==> config.mk <==
export PLATFORM = sky130hd
export DESIGN_NAME = energy_monitor
export DESIGN_NICKNAME = d
export VERILOG_FILES = /design/src/hw/em_cfg_pkg.sv /design/src/hw/em_ctrl_pkg.sv /design/src/hw/energy_accumulator.sv /design/src/hw/energy_monitor.sv /design/src/hw/energy_row_unit.sv /design/src/hw/monitor_ctrl.sv /design/src/hw/spin_cache.sv
export SDC_FILE = /design/constraint.sdc
export NUM_CORES = 1
export LEC_CHECK = 0
export BUFFER_PORTS_ARGS = -buffer_cell sky130_fd_sc_hd__buf_4
export CAP_MARGIN = 40
export CORE_ASPECT_RATIO = 1.75
export CORE_UTILIZATION = 50
export CTS_CLUSTER_DIAMETER = 100
export DETAILED_ROUTE_END_ITERATION = 8
export HOLD_SLACK_MARGIN = 0.1
export PLACE_DENSITY = 0.68
export SLEW_MARGIN = 10
export SYNTH_ARGS = -nofsm -noshare
export SYNTH_HDL_FRONTEND = slang
export SYNTH_SLANG_ARGS = --single-unit
==> constraint.sdc <==
create_clock -name clk_i -period 16.64 [get_ports clk_i]
set_clock_uncertainty 0.15 [all_clocks]
set_input_delay 1.664 -clock clk_i [delete_from_list [all_inputs] [get_ports clk_i]]
set_output_delay 1.664 -clock clk_i [all_outputs]
set_load 0.01 [all_outputs]
==> src/hw/em_cfg_pkg.sv <==
`default_nettype none

package em_cfg_pkg;

    // spin vector and row grouping
    localparam int NUM_SPIN = 16;
    localparam int PARALLELISM = 2;
    localparam int SPINIDX_BIT = $clog2(NUM_SPIN);

    // coefficient precision, J and h are signed, the scaling is unsigned
    localparam int BITJ = 4;
    localparam int BITH = 4;
    localparam int SCALING_BIT = 4;

    // bus widths, row 0 always sits in the low slice
    localparam int ROW_WEIGHT_BIT = NUM_SPIN * BITJ;
    localparam int DATAJ = ROW_WEIGHT_BIT * PARALLELISM;
    localparam int DATAH = BITH * PARALLELISM;
    localparam int DATASCALING = SCALING_BIT * PARALLELISM;

    // one row peaks near +-370, so 12 bits leave headroom
    localparam int LOCAL_ENERGY_BIT = 12;

    // output energy and the doubled running sum behind it
    localparam int ENERGY_TOTAL_BIT = 32;
    localparam int ACCUM_BIT = ENERGY_TOTAL_BIT + 1;

endpackage

`default_nettype wire

==> src/hw/em_ctrl_pkg.sv <==
`default_nettype none

package em_ctrl_pkg;

    // sequencer states
    //  S_IDLE   waits for config or a spin vector
    //  S_SWEEP  takes weight beats
    //  S_DRAIN  waits for the last row results to settle
    //  S_OUTPUT holds the energy until it is taken
    typedef enum logic [1:0] {
        S_IDLE   = 2'd0,
        S_SWEEP  = 2'd1,
        S_DRAIN  = 2'd2,
        S_OUTPUT = 2'd3
    } ctrl_state_t;

    // first row of the final group in a sweep
    localparam int LAST_GROUP = em_cfg_pkg::NUM_SPIN - em_cfg_pkg::PARALLELISM;

endpackage

`default_nettype wire

==> src/hw/energy_accumulator.sv <==
`timescale 1ns/1ps
`default_nettype none

module energy_accumulator (
    input  logic                                           clk_i,
    input  logic                                           rst_i,
    input  logic                                           row_valid_i,
    input  logic signed [em_cfg_pkg::LOCAL_ENERGY_BIT-1:0] row_energy_0_i,
    input  logic signed [em_cfg_pkg::LOCAL_ENERGY_BIT-1:0] row_energy_1_i,
    input  logic                                           last_i,
    input  logic                                           clear_i,
    output logic signed [em_cfg_pkg::ENERGY_TOTAL_BIT-1:0] energy_o,
    output logic                                           done_o
);
    import em_cfg_pkg::*;

    logic signed [ACCUM_BIT-1:0] sum_q;
    logic signed [ACCUM_BIT-1:0] row_0_ext;
    logic signed [ACCUM_BIT-1:0] row_1_ext;
    logic signed [ACCUM_BIT-1:0] sum_next;
    logic signed [ACCUM_BIT-1:0] half_sum;
    logic signed [ACCUM_BIT-1:0] energy_neg;
    logic                        last_q;
    logic                        finish;

    // last beat flag lines up with the registered row results
    always_ff @(posedge clk_i) begin
        if (rst_i) begin
            last_q <= 1'b0;
        end else begin
            last_q <= last_i;
        end
    end

    assign row_0_ext = ACCUM_BIT'(row_energy_0_i);
    assign row_1_ext = ACCUM_BIT'(row_energy_1_i);
    assign sum_next  = sum_q + row_0_ext + row_1_ext;

    // every pair is counted twice, signed divide truncates toward zero
    assign half_sum   = sum_next / 2;
    assign energy_neg = -half_sum;
    assign finish     = row_valid_i && last_q;

    always_ff @(posedge clk_i) begin
        if (rst_i || clear_i) begin
            sum_q <= '0;
        end else if (row_valid_i) begin
            sum_q <= sum_next;
        end
    end

    // result stays put until the next sweep closes
    always_ff @(posedge clk_i) begin
        if (rst_i) begin
            energy_o <= '0;
            done_o   <= 1'b0;
        end else begin
            done_o <= finish;
            if (finish) begin
                energy_o <= $signed(energy_neg[ENERGY_TOTAL_BIT-1:0]);
            end
        end
    end

endmodule

`default_nettype wire

==> src/hw/energy_monitor.sv <==
`timescale 1ns/1ps
`default_nettype none

module energy_monitor (
    input  logic                                           clk_i,
    input  logic                                           rst_i,
    input  logic                                           config_valid_i,
    input  logic [em_cfg_pkg::SPINIDX_BIT-1:0]             config_counter_i,
    output logic                                           config_ready_o,
    input  logic                                           spin_valid_i,
    input  logic [em_cfg_pkg::NUM_SPIN-1:0]                spin_i,
    output logic                                           spin_ready_o,
    input  logic                                           weight_valid_i,
    input  logic [em_cfg_pkg::DATAJ-1:0]                   weight_i,
    input  logic [em_cfg_pkg::DATAH-1:0]                   hbias_i,
    input  logic [em_cfg_pkg::DATASCALING-1:0]             hscaling_i,
    output logic                                           weight_ready_o,
    output logic [em_cfg_pkg::SPINIDX_BIT-1:0]             counter_spin_o,
    output logic                                           energy_valid_o,
    input  logic                                           energy_ready_i,
    output logic signed [em_cfg_pkg::ENERGY_TOTAL_BIT-1:0] energy_o,
    output logic                                           busy_o
);
    import em_cfg_pkg::*;

    logic                               load;
    logic                               beat;
    logic                               beat_last;
    logic                               clear;
    logic                               last_group;
    logic                               done;
    logic [NUM_SPIN-1:0]                spin_vector;
    logic [PARALLELISM-1:0]             current_spin;
    logic signed [LOCAL_ENERGY_BIT-1:0] row_energy_0;
    logic signed [LOCAL_ENERGY_BIT-1:0] row_energy_1;
    logic                               row_valid_0;
    logic                               row_valid_1;

    monitor_ctrl u_monitor_ctrl (
        .clk_i          (clk_i),
        .rst_i          (rst_i),
        .config_valid_i (config_valid_i),
        .config_ready_o (config_ready_o),
        .spin_valid_i   (spin_valid_i),
        .spin_ready_o   (spin_ready_o),
        .weight_valid_i (weight_valid_i),
        .weight_ready_o (weight_ready_o),
        .energy_ready_i (energy_ready_i),
        .energy_valid_o (energy_valid_o),
        .busy_o         (busy_o),
        .last_group_i   (last_group),
        .done_i         (done),
        .load_o         (load),
        .beat_o         (beat),
        .beat_last_o    (beat_last),
        .clear_o        (clear)
    );

    spin_cache u_spin_cache (
        .clk_i            (clk_i),
        .rst_i            (rst_i),
        .config_valid_i   (config_valid_i),
        .config_ready_i   (config_ready_o),
        .config_counter_i (config_counter_i),
        .load_i           (load),
        .spin_i           (spin_i),
        .beat_i           (beat),
        .clear_i          (clear),
        .spin_vector_o    (spin_vector),
        .current_spin_o   (current_spin),
        .counter_o        (counter_spin_o),
        .last_group_o     (last_group)
    );

    // row 0 takes the low slice of every bus
    energy_row_unit u_row_0 (
        .clk_i          (clk_i),
        .rst_i          (rst_i),
        .beat_i         (beat),
        .spin_vector_i  (spin_vector),
        .current_spin_i (current_spin[0]),
        .weight_i       (weight_i[0 +: ROW_WEIGHT_BIT]),
        .hbias_i        (hbias_i[0 +: BITH]),
        .hscaling_i     (hscaling_i[0 +: SCALING_BIT]),
        .row_energy_o   (row_energy_0),
        .row_valid_o    (row_valid_0)
    );

    energy_row_unit u_row_1 (
        .clk_i          (clk_i),
        .rst_i          (rst_i),
        .beat_i         (beat),
        .spin_vector_i  (spin_vector),
        .current_spin_i (current_spin[1]),
        .weight_i       (weight_i[ROW_WEIGHT_BIT +: ROW_WEIGHT_BIT]),
        .hbias_i        (hbias_i[BITH +: BITH]),
        .hscaling_i     (hscaling_i[SCALING_BIT +: SCALING_BIT]),
        .row_energy_o   (row_energy_1),
        .row_valid_o    (row_valid_1)
    );

    // both rows share one beat, so their valids move together
    energy_accumulator u_energy_accumulator (
        .clk_i          (clk_i),
        .rst_i          (rst_i),
        .row_valid_i    (row_valid_0 && row_valid_1),
        .row_energy_0_i (row_energy_0),
        .row_energy_1_i (row_energy_1),
        .last_i         (beat_last),
        .clear_i        (clear),
        .energy_o       (energy_o),
        .done_o         (done)
    );

endmodule

`default_nettype wire

==> src/hw/energy_row_unit.sv <==
`timescale 1ns/1ps
`default_nettype none

module energy_row_unit (
    input  logic                                       clk_i,
    input  logic                                       rst_i,
    input  logic                                       beat_i,
    input  logic [em_cfg_pkg::NUM_SPIN-1:0]            spin_vector_i,
    input  logic                                       current_spin_i,
    input  logic [em_cfg_pkg::ROW_WEIGHT_BIT-1:0]      weight_i,
    input  logic signed [em_cfg_pkg::BITH-1:0]         hbias_i,
    input  logic [em_cfg_pkg::SCALING_BIT-1:0]         hscaling_i,
    output logic signed [em_cfg_pkg::LOCAL_ENERGY_BIT-1:0] row_energy_o,
    output logic                                       row_valid_o
);
    import em_cfg_pkg::*;

    logic signed [LOCAL_ENERGY_BIT-1:0] dot_sum;
    logic signed [LOCAL_ENERGY_BIT-1:0] bias_term;
    logic signed [LOCAL_ENERGY_BIT-1:0] field_sum;
    logic signed [LOCAL_ENERGY_BIT-1:0] local_energy;

    // couplings against the +-1 spins, bit 1 means +1
    always_comb begin
        logic signed [BITJ-1:0]             coup;
        logic signed [LOCAL_ENERGY_BIT-1:0] coup_ext;
        dot_sum = '0;
        for (int j = 0; j < NUM_SPIN; j++) begin
            coup     = weight_i[j*BITJ +: BITJ];
            coup_ext = LOCAL_ENERGY_BIT'(coup);
            dot_sum  = spin_vector_i[j] ? dot_sum + coup_ext : dot_sum - coup_ext;
        end
    end

    // 2*h*k, the scaling is unsigned so it gets zero padding
    always_comb begin
        logic signed [LOCAL_ENERGY_BIT-1:0] h_ext;
        logic signed [LOCAL_ENERGY_BIT-1:0] k_ext;
        h_ext     = LOCAL_ENERGY_BIT'(hbias_i);
        k_ext     = $signed({{(LOCAL_ENERGY_BIT-SCALING_BIT){1'b0}}, hscaling_i});
        bias_term = (h_ext * k_ext) <<< 1;
    end

    assign field_sum    = dot_sum + bias_term;
    // own spin flips the sign of the whole row
    assign local_energy = current_spin_i ? field_sum : -field_sum;

    always_ff @(posedge clk_i) begin
        if (beat_i) begin
            row_energy_o <= local_energy;
        end
    end

    always_ff @(posedge clk_i) begin
        if (rst_i) begin
            row_valid_o <= 1'b0;
        end else begin
            row_valid_o <= beat_i;
        end
    end

endmodule

`default_nettype wire

==> src/hw/monitor_ctrl.sv <==
`timescale 1ns/1ps
`default_nettype none

module monitor_ctrl (
    input  logic clk_i,
    input  logic rst_i,
    input  logic config_valid_i,
    output logic config_ready_o,
    input  logic spin_valid_i,
    output logic spin_ready_o,
    input  logic weight_valid_i,
    output logic weight_ready_o,
    input  logic energy_ready_i,
    output logic energy_valid_o,
    output logic busy_o,
    input  logic last_group_i,
    input  logic done_i,
    output logic load_o,
    output logic beat_o,
    output logic beat_last_o,
    output logic clear_o
);
    import em_ctrl_pkg::*;

    ctrl_state_t state_q;
    ctrl_state_t state_d;
    logic        idle;

    assign idle = (state_q == S_IDLE);

    // a pending config wins over a spin vector in the same cycle,
    // so the new start row is already stored when the vector lands
    assign config_ready_o = idle;
    assign spin_ready_o   = idle && !config_valid_i;
    assign weight_ready_o = (state_q == S_SWEEP);
    assign energy_valid_o = (state_q == S_OUTPUT);
    assign busy_o         = !idle;

    assign load_o      = spin_valid_i && spin_ready_o;
    assign beat_o      = weight_valid_i && weight_ready_o;
    assign beat_last_o = beat_o && last_group_i;
    assign clear_o     = energy_valid_o && energy_ready_i;

    always_comb begin
        state_d = state_q;
        case (state_q)
            S_IDLE: begin
                if (load_o) begin
                    state_d = S_SWEEP;
                end
            end
            S_SWEEP: begin
                if (beat_last_o) begin
                    state_d = S_DRAIN;
                end
            end
            // row units and accumulator still busy with the tail beats
            S_DRAIN: begin
                if (done_i) begin
                    state_d = S_OUTPUT;
                end
            end
            S_OUTPUT: begin
                if (clear_o) begin
                    state_d = S_IDLE;
                end
            end
            default: begin
                state_d = S_IDLE;
            end
        endcase
    end

    always_ff @(posedge clk_i) begin
        if (rst_i) begin
            state_q <= S_IDLE;
        end else begin
            state_q <= state_d;
        end
    end

    // done only comes back while the tail beats drain
    a_done_in_drain: assert property (@(posedge clk_i) disable iff (rst_i)
        done_i |-> state_q == S_DRAIN);

    // energy is offered a fixed three cycles after the last beat
    a_output_latency: assert property (@(posedge clk_i) disable iff (rst_i)
        energy_valid_o && !$past(energy_valid_o) |-> $past(beat_last_o, 3));

endmodule

`default_nettype wire

==> src/hw/spin_cache.sv <==
`timescale 1ns/1ps
`default_nettype none

module spin_cache (
    input  logic                             clk_i,
    input  logic                             rst_i,
    input  logic                             config_valid_i,
    input  logic                             config_ready_i,
    input  logic [em_cfg_pkg::SPINIDX_BIT-1:0] config_counter_i,
    input  logic                             load_i,
    input  logic [em_cfg_pkg::NUM_SPIN-1:0]    spin_i,
    input  logic                             beat_i,
    input  logic                             clear_i,
    output logic [em_cfg_pkg::NUM_SPIN-1:0]    spin_vector_o,
    output logic [em_cfg_pkg::PARALLELISM-1:0] current_spin_o,
    output logic [em_cfg_pkg::SPINIDX_BIT-1:0] counter_o,
    output logic                             last_group_o
);
    import em_cfg_pkg::*;
    import em_ctrl_pkg::*;

    logic [SPINIDX_BIT-1:0] start_q;
    logic [SPINIDX_BIT-1:0] counter_q;
    logic [NUM_SPIN-1:0]    spin_q;
    logic                   config_hs;

    assign config_hs = config_valid_i && config_ready_i;

    // start row for the next vector is 0 after reset
    always_ff @(posedge clk_i) begin
        if (rst_i) begin
            start_q <= '0;
        end else if (config_hs) begin
            start_q <= config_counter_i;
        end
    end

    always_ff @(posedge clk_i) begin
        if (load_i) begin
            spin_q <= spin_i;
        end
    end

    // row group counter rewinds to the start row for each new vector
    always_ff @(posedge clk_i) begin
        if (rst_i) begin
            counter_q <= '0;
        end else if (load_i || clear_i) begin
            counter_q <= start_q;
        end else if (beat_i) begin
            counter_q <= counter_q + SPINIDX_BIT'(PARALLELISM);
        end
    end

    assign spin_vector_o  = spin_q;
    assign current_spin_o = spin_q[counter_q +: PARALLELISM];
    assign counter_o      = counter_q;
    assign last_group_o   = (counter_q == SPINIDX_BIT'(LAST_GROUP));

    // an odd start row would make the group slice run past the vector
    a_start_even: assert property (@(posedge clk_i) disable iff (rst_i)
        config_hs |-> !config_counter_i[0]);

    // the controller must stop taking beats once the last group is done
    a_stop_after_last: assert property (@(posedge clk_i) disable iff (rst_i)
        beat_i && last_group_o |=> !beat_i);

endmodule

`default_nettype wire

==> run metrics, run 1 <==
core area=0.0533 mm²; crit path DAT=14.14 ns; CP max stage delay=0.62 ns; global placement routability congestion=0.911; grt peak-use layer=met2; Longest Clk Path Bufs=2; Cell variety after synth=71; Final Routed Wirelength=69.4 mm; Hold Vio Cnt, Final=0; FF+latch count, synth=118; worst-path fanout max=5; Detail Route Antenna Nets=0; unrepaired setup endpoints after global routing=no; minimum clock period=~14 ns; vias per inst=about 5.6; final slew viol count=0; starting density of the core=50.5%; CTS buffer count=17; CTS-repair resized insts=0; period utilisation layout=84.7%; post-CTS setup buffer count=0; Layout fillers=5,152; Syn Nets=4,195; post-synthesis xor/xnor area fraction=between 10% and 20%; Post-Synthesis Cells=approximately 3,400; simple logic cell fraction of the synthesized area=14.6%; num rows=~110; Die Area=0.0548 mm²; largest net degree at the start of global routing=55; kind of critical path=in2reg; wire length per cell=~16 µm; normalized max-slew margin=a little under half; FF/Latch Area=roughly 0.0028 mm²; final setup violation count=0; Post-CTS Hold Buffers=0; Syn Area/Cell=7.90 µm²; Post-synth EDFFs=40; drt pass-1 iters=4; reported max-cap violation count=0; CTS sink count=about 120; clock latency on the worst-skew pair=about 0.47 ns; DRT iter0 DRCs=around 730; Die H=309 µm; status=finished clean; Synth Warn #=0; Core Util, Final=56.1%; P&R area growth vs syn=10.9%; Post-Synth Adder-Cell Area=30.7%; multi-input logic area=approximately 0.023 mm²; initial antenna violation count=5; Synth Area in Compound Gates=~20%; H-tree depth=4; clk slew on worst S/H paths=0.06 ns; post-synthesis sequential area ratio=about a tenth; # DRC=0; grt ovf=0; setup slack after layout=2.55 ns; vias in the first global route=24,142; HPWL Detailed=60.4 mm; IO Port Bufs=210; async set-reset flop share out of synthesis=0%; slew of the pin with the lowest slew margin=0.814 ns; CP Capture Type=register; chip width=between 150 and 200 µm; GRT Util Overall=25.8%; global-route wire length before repair=112 mm; Setup TNS=0 ns; highest-delay cell along the critical path=fa_1; worst endpoint required time=16.68 ns; CTS tree=built; met1 Usage GRT=23.8%; layout cells sized above 1=8.72%; largest family of logic cells by synthesized area=adder cells; HP Class=reg2reg; GR met2 Demand/Resource=53.9%; Most common cell on crit path=fa_1; pre-CTS WS=2.07 ns; grt met3 use=roughly 3.0%; fmax=between 70 and 80 MHz; CTS root buf=clkbuf_16; mux share of post-synthesis cell area=3.22%; crit start category=input port; predominant post-synthesis flop cell=dfxtp_1; vias=23,866; io pins=211; fin nets=4,384; Cell Area, Synth=0.0269 mm²
## cells in the mapped netlist, drive strengths merged, types with 5 or more instances
library cell / count / area, µm²
mux2: 34 / 383
nand3: 72 / 360
ha: 541 / 6770
a21o: 96 / 721
nand2b: 31 / 194
mux4: 9 / 203
nand2: 213 / 820
edfxtp: 40 / 1200
a211o: 12 / 105
nor4: 9 / 56.3
inv: 355 / 1330
buf: 17 / 105
nand3b: 8 / 60.1
a41oi: 5 / 43.8
mux2i: 28 / 280
o211ai: 25 / 188
nor2: 319 / 1200
and2: 21 / 131
and3: 11 / 68.8
o21a: 21 / 158
o21bai: 118 / 886
o21ai: 139 / 718
o41ai: 5 / 51.3
a31oi: 21 / 131
clkbuf: 33 / 124
xnor2: 314 / 2750
nor2b: 50 / 313
dfxtp: 78 / 1560
or2: 5 / 31.3
xnor3: 9 / 203
fa: 75 / 1500
a211oi: 29 / 218
nand4: 5 / 31.3
or3: 41 / 257
xor2: 117 / 1020
nor3: 58 / 290
a21oi: 391 / 1960
## critical path, delay by kind of cell
| family | cells | cell delay, ns |
|---|---|---|
| buffers and inverters | 2 | 0.13 |
| multiplexers | 1 | 0.29 |
| AO/OA/AOI/OAI | 11 | 1.82 |
| adder cells (fa/ha/maj) | 17 | 7.34 |
| XOR/XNOR | 9 | 1.90 |
| AND/OR/NAND/NOR | 8 | 0.96 |
## flip-flops by register name, summed over array words and instances, names as in the netlist
signal / flops
u_spin_cache.spin_vector_o: 16
u_spin_cache.start_q: 4
u_spin_cache.counter_o: 4
u_row_0.row_energy_o: 12
u_energy_accumulator.energy_o: 32
u_energy_accumulator.done_o: 1
u_row_1.row_energy_o: 12
u_monitor_ctrl.state_q: 2
u_energy_accumulator.last_q: 1
u_energy_accumulator.sum_q: 33
u_row_1.row_valid_o: 1
## layer usage
metal  share of wire (%)  routed length, µm
met3                 3.0               2070
met4                 4.1               2870
met2                  57              39500
met5               0.039                 27
met1                  36              24900
## metrics by stage
| step | hold WS [ns] | instances | instance area (µm²) |
|---|---|---|---|
| floorplan | 0.286 | 3409 | 26900 |
| global placement | 0.291 | 4260 | 29200 |
| detailed placement | 0.296 | 4263 | 29200 |
| CTS | 0.303 | 4295 | 29800 |
| global route | 0.315 | 4297 | 29900 |
| finish | 0.299 | 4298 | 29900 |
## placed cells by master, fill, tap and decap left out, types with 40 or more instances in the layout
cell | Yosys | final
a21o_1 | 96 | 96
a21oi_1 | 391 | 391
buf_4 | 3 | 218
dfxtp_1 | 78 | 78
edfxtp_1 | 40 | 40
fa_1 | 75 | 75
ha_1 | 541 | 541
inv_1 | 355 | 355
nand2_1 | 209 | 209
nand3_1 | 72 | 72
nor2_1 | 319 | 319
nor2b_1 | 50 | 50
nor3_1 | 58 | 58
o21ai_0 | 119 | 119
o21bai_1 | 118 | 118
or3_1 | 41 | 41
xnor2_1 | 314 | 314
xor2_1 | 117 | 117
## cells by family after synthesis
group	count (synthesis)
AOI/OAI and AO/OA	898
and+or+nand+nor	858
adders and majority gates	616
xor gates and xnor gates	442
buffers and inverters	406
DFF	118
muxes	71
## path summary, 6_finish.rpt
kind | startpoint | end | slack, ns | cells after the start
setup / recovery | weight_i[68] | u_row_1.row_energy_o[11] | 2.55 | 48
hold reg to reg | u_energy_accumulator.energy_o[29] | u_energy_accumulator.energy_o[29] | 0.30 | 2
hold / removal | u_energy_accumulator.energy_o[29] | u_energy_accumulator.energy_o[29] | 0.30 | 2
setup reg to reg | u_spin_cache.spin_vector_o[1] | u_row_1.row_energy_o[11] | 3.23 | 45
## layout make-up
| type | count | share of cell area [%] |
|---|---|---|
| diodes | 3 | 0.0251 |
| clock inverters | 9 | 0.356 |
| multi-input cells | 2885 | 75.7 |
| inverters | 356 | 4.48 |
| repair buffers | 220 | 5.62 |
| well taps | 684 | 2.87 |
| clock buffers | 23 | 1.74 |
| flip-flops and latches | 118 | 9.25 |
Power of run 1 is left out: the tool's default activity adds up to more than one toggle a clock period on the data nets, which glitch-free logic cannot reach.
==> run 2, diff against run 1 <==
==> constraint.sdc (replaced) <==
create_clock -name clk_i -period 14.23 [get_ports clk_i]
set_clock_uncertainty 0.15 [all_clocks]
set_input_delay 1.423 -clock clk_i [delete_from_list [all_inputs] [get_ports clk_i]]
set_output_delay 1.423 -clock clk_i [all_outputs]
set_load 0.01 [all_outputs]
==> run 2 against run 1 <==
Against the previous run: sequential share of layout area is 0.078 points lower; critical endpoint is now u_row_0.row_energy_o[11]; count of clock-buffer cells in the layout shrank 6; non-clock buffer count grew 11.
==> run metrics, run 2 (synthesized netlist as in run 1, its figures left out) <==
status=finished clean; most frequent cells in the layout=ha_1, a21oi_1, inv_1, nor2_1, xnor2_1; Longest Clk Path Bufs=2; global placement routability congestion=0.901; HPWL Detailed=60.6 mm; Core Util, Final=a little under three fifths; slew of the pin with the lowest slew margin=0.841 ns; fin nets=between 4,000 and 5,000; minimum clock period=about 14 ns; CTS sink count=118; commonest non-fill, non-tap cell in the layout=ha_1; Worst Path Buf+Inv=4; final slew viol count=0; metal2 WL=39.4 mm; Die Area=0.0548 mm²; worst-path fanout max=4; HP Class=reg2reg; grt ovf=0; vias in the first global route=between 20,000 and 25,000; DRT iter0 DRCs=between 600 and 700; period utilisation layout=96.1%; met3 WL=2.18 mm; global-route wire length before repair=112 mm; CTS root buf=clkbuf_16; Die H=between 300 and 400 µm; highest-delay cell along the critical path=fa_2; Layout fillers=approximately 5,100; clock latency on the worst-skew pair=~0.46 ns; vias per inst=5.56; IO Port Bufs=210; clk slew on worst S/H paths=0.07 ns; wire length per cell=approximately 16 µm; chip width=177 µm; starting density of the core=50.5%; P&R area growth vs syn=11.9%; CP Capture Type=register; largest reg by FF count=u_energy_accumulator.sum_q; CP max stage delay=0.65 ns; initial antenna violation count=8; H-tree depth=4; layout cells sized above 1=10.2%; io pins=between 200 and 250; Most common cell on crit path=ha_1; num rows=112; worst endpoint required time=14.29 ns; # DRC=0; normalized max-slew margin=a little over two fifths; fmax=73.1 MHz; Final Routed Wirelength=69.8 mm; final setup violation count=0; crit path DAT=approximately 14 ns; GRT Util Overall=between 20% and 30%; drt pass-1 iters=5; Worst path top cell family by delay=adder cells; Detail Route Antenna Nets=0; Hold Vio Cnt, Final=0; Metal-1 WL=24.7 mm; crit start category=input port; top sig layer=met5; largest net degree at the start of global routing=between 50 and 60; core area=0.0533 mm²; CTS tree=built; CTS buffer count=17; max reg flops=33; vias=~24,000; reported max-cap violation count=0; kind of critical path=in2reg
## run 2: cell count changes in the layout (fill, tap and decap cells not counted), sizes merged
| cell | change |
|---|---|
| inv | -2 |
| clkinv | +4 |
| clkbuf | -6 |
| buf | +11 |
| clkinvlp | +4 |
| diode | +2 |
## run 2: worst min-delay path, stage by stage (launching register included)
cell	delay, ns
dfxtp_1	0.31
nand2_1	0.05
a21oi_1	0.05
## run 2: worst paths after layout
check / startpoint / end / slack (ns) / cells after the start
setup / recovery: weight_i[4] / u_row_0.row_energy_o[11] / 0.56 / 45
hold / removal: u_energy_accumulator.energy_o[15] / u_energy_accumulator.energy_o[15] / 0.30 / 2
setup reg to reg: u_spin_cache.spin_vector_o[1] / u_row_1.row_energy_o[11] / 1.09 / 43
hold reg to reg: u_energy_accumulator.energy_o[15] / u_energy_accumulator.energy_o[15] / 0.30 / 2
## run 2: per-stage QoR
step,hold slack [ns],setup WS (ns),area (µm²),cells,setup TNS [ns]
2_1_floorplan,0.286,0.995,26900,3409,0
3_3_place_gp,0.289,0.0470,29200,4266,0
3_5_place_dp,0.297,-0.0602,29300,4269,-0.0831
4_1_cts,0.304,0.397,29900,4301,0
5_1_grt,0.318,-0.0344,30100,4310,-0.0627
6_report,0.300,0.559,30100,4311,0
## run 2: cell type report
class / instances / area (µm²) / area share, %
Antenna cell: 5 / 12.5 / 0.0416
Clock buffer: 17 / 425 / 1.41
Clock inverter: 15 / 155 / 0.515
Inverter: 356 / 1340 / 4.44
Multi-Input combinational cell: 2885 / 22800 / 75.7
Sequential cell: 118 / 2760 / 9.17
Tap cell: 684 / 856 / 2.84
Timing Repair Buffer: 231 / 1770 / 5.89
## run 2: repair_timing
action / CTS / global route
resized for setup: 0 / 49
endpoints found under the setup margin: 0 / 2
hold buffers: 0 / 0
setup buffers: 0 / 5
## run 2: per-layer routing
layer / vias up / GRT usage (%)
met5: - / 0
li1: 12331 / -
met3: 155 / 2.89
met1: 11058 / 23.7
met4: 8 / 13.7
met2: 404 / 53.7
Power of run 2 is left out for the same reason.
==> run 3, diff against run 2 <==
--- a/config.mk
+++ b/config.mk
@@ -8,11 +8,11 @@
 export BUFFER_PORTS_ARGS = -buffer_cell sky130_fd_sc_hd__buf_4
 export CAP_MARGIN = 40
 export CORE_ASPECT_RATIO = 1.75
-export CORE_UTILIZATION = 50
+export CORE_UTILIZATION = 55
 export CTS_CLUSTER_DIAMETER = 100
 export DETAILED_ROUTE_END_ITERATION = 8
 export HOLD_SLACK_MARGIN = 0.1
-export PLACE_DENSITY = 0.68
+export PLACE_DENSITY = 0.74
 export SLEW_MARGIN = 10
 export SYNTH_ARGS = -nofsm -noshare
 export SYNTH_HDL_FRONTEND = slang
==> run 3 against run 2 <==
Against the previous run: count of clock-buffer cells in the layout is 5 higher; non-clock buffer count increased by 10; largest cell class unchanged; routed wire length up 2.3%; sequential share of layout area barely moved; register-to-register slack gained 0.21 ns; highest routed layer is now met4; flip-flop and latch count unchanged; die area is 9.0% lower; worst hold slack is essentially flat; fmax is essentially flat; first-iteration DRC count up 25%; cell count shrank 0.65%; worst setup slack improved by 0.011 ns.
==> run metrics, run 3 (synthesized netlist as in run 1, its figures left out) <==
Core Util, Final=62.7%; global-route wire length before repair=113 mm; worst-path fanout max=5; crit path DAT=about 14 ns; design area=0.0301 mm²; io pins=211; HP Class=reg2reg; fin nets=4,405; final setup violation count=0; multi-input logic area=~0.023 mm²; CTS sink count=about 120; largest reg by FF count=u_energy_accumulator.sum_q; CP max stage delay=0.65 ns; IO Port Bufs=210; Longest Clk Path Bufs=2; reported max-cap violation count=0; fmax=73.2 MHz; core area=0.0480 mm²; Post-CTS Hold Buffers=0; crit start category=input port; Die H=295 µm; Die Area=0.0499 mm²; largest net degree at the start of global routing=between 50 and 60; max reg flops=33; # DRC=0; flop2flop setup slack=1.30 ns; Most common cell on crit path=ha_1; Detail Route Antenna Nets=0; most frequent cells in the layout=ha_1, a21oi_1, inv_1, nor2_1, xnor2_1; GRT Util Overall=28.8%; Layout fillers=roughly 4,400; vias=24,180; P&R area growth vs syn=11.9%; global placement routability congestion=0.914; CTS tree=built; FF/Latch Area=0.00276 mm²; Hold Vio Cnt, Final=0; commonest non-fill, non-tap cell in the layout=ha_1; HPWL Detailed=approximately 60 mm; clk slew on worst S/H paths=about 0.070 ns; vias in the first global route=24,457; H-tree depth=4; final slew viol count=0; CTS root buf=clkbuf_16; CP Capture Type=register; clock latency on the worst-skew pair=~0.48 ns; slew of the pin with the lowest slew margin=between 0.8 and 0.9 ns; status=finished clean; kind of critical path=in2reg; CTS buffer count=17; Final Routed Wirelength=between 70 and 80 mm; layout cells sized above 1=10.4%; DRT iter0 DRCs=868; worst endpoint required time=14.29 ns; minimum clock period=13.66 ns; wire length per cell=16.7 µm; starting density of the core=56.1%; drt pass-1 iters=7; period utilisation layout=96.0%; chip width=169 µm; grt ovf=0; normalized max-slew margin=~41%; initial antenna violation count=3; num rows=106; vias per inst=roughly 5.6; highest-delay cell along the critical path=fa_2; Post-DP Area=between 0.02 and 0.03 mm²
[run 3: stage by stage]
stage,setup slack [ns],cells,hold slack [ns],TNS (ns)
floorplan,0.995,3409,0.286,0
global placement,-0.0138,4238,0.288,-0.0138
detailed placement,-0.0846,4241,0.297,-0.150
CTS,0.373,4273,0.304,0
global route,-0.0151,4283,0.316,-0.0282
finish,0.570,4283,0.300,0
[run 3: final cells by class]
cell class	count	area share (%)
Multi-Input combinational cell	2885	75.5
Sequential cell	118	9.17
Timing Repair Buffer	241	6.09
Inverter	356	4.44
Tap cell	648	2.69
Clock buffer	22	1.61
Clock inverter	10	0.474
Antenna cell	3	0.0249
[run 3: final timing paths]
kind	startpoint	end	depth (start not counted)
max	weight_i[0]	u_row_0.row_energy_o[11]	50
min	u_energy_accumulator.energy_o[14]	u_energy_accumulator.energy_o[14]	2
max reg2reg	u_spin_cache.spin_vector_o[0]	u_row_0.row_energy_o[11]	48
min reg2reg	u_energy_accumulator.energy_o[14]	u_energy_accumulator.energy_o[14]	2
[run 3: metal layers]
layer	part of all wire, %	GRT usage, %	wire length [µm]	vias up
li1	-	-	-	12378
met1	35	25.8	24900	11117
met2	55	58.2	39000	463
met3	3.0	2.94	2130	222
met4	7.6	21.4	5430	0
met5	0	0	0	-
[run 3: timing repair]
| action | 4_1_cts | 5_1_grt |
|---|---|---|
| buffers inserted | 0 | 7 |
| hold endpoints to repair | 0 | 0 |
| gates resized for setup | 0 | 42 |
| setup endpoints to repair | 0 | 2 |
[run 3: worst max-delay path, delay by kind of cell]
kind | cells | cell delay [ns]
simple gates | 4 | 0.82
buf+inv | 4 | 0.39
fa+ha+maj | 17 | 6.59
compound gates | 9 | 1.46
xor+xnor | 15 | 2.73
mux | 1 | 0.30
Power of run 3 is left out for the same reason.
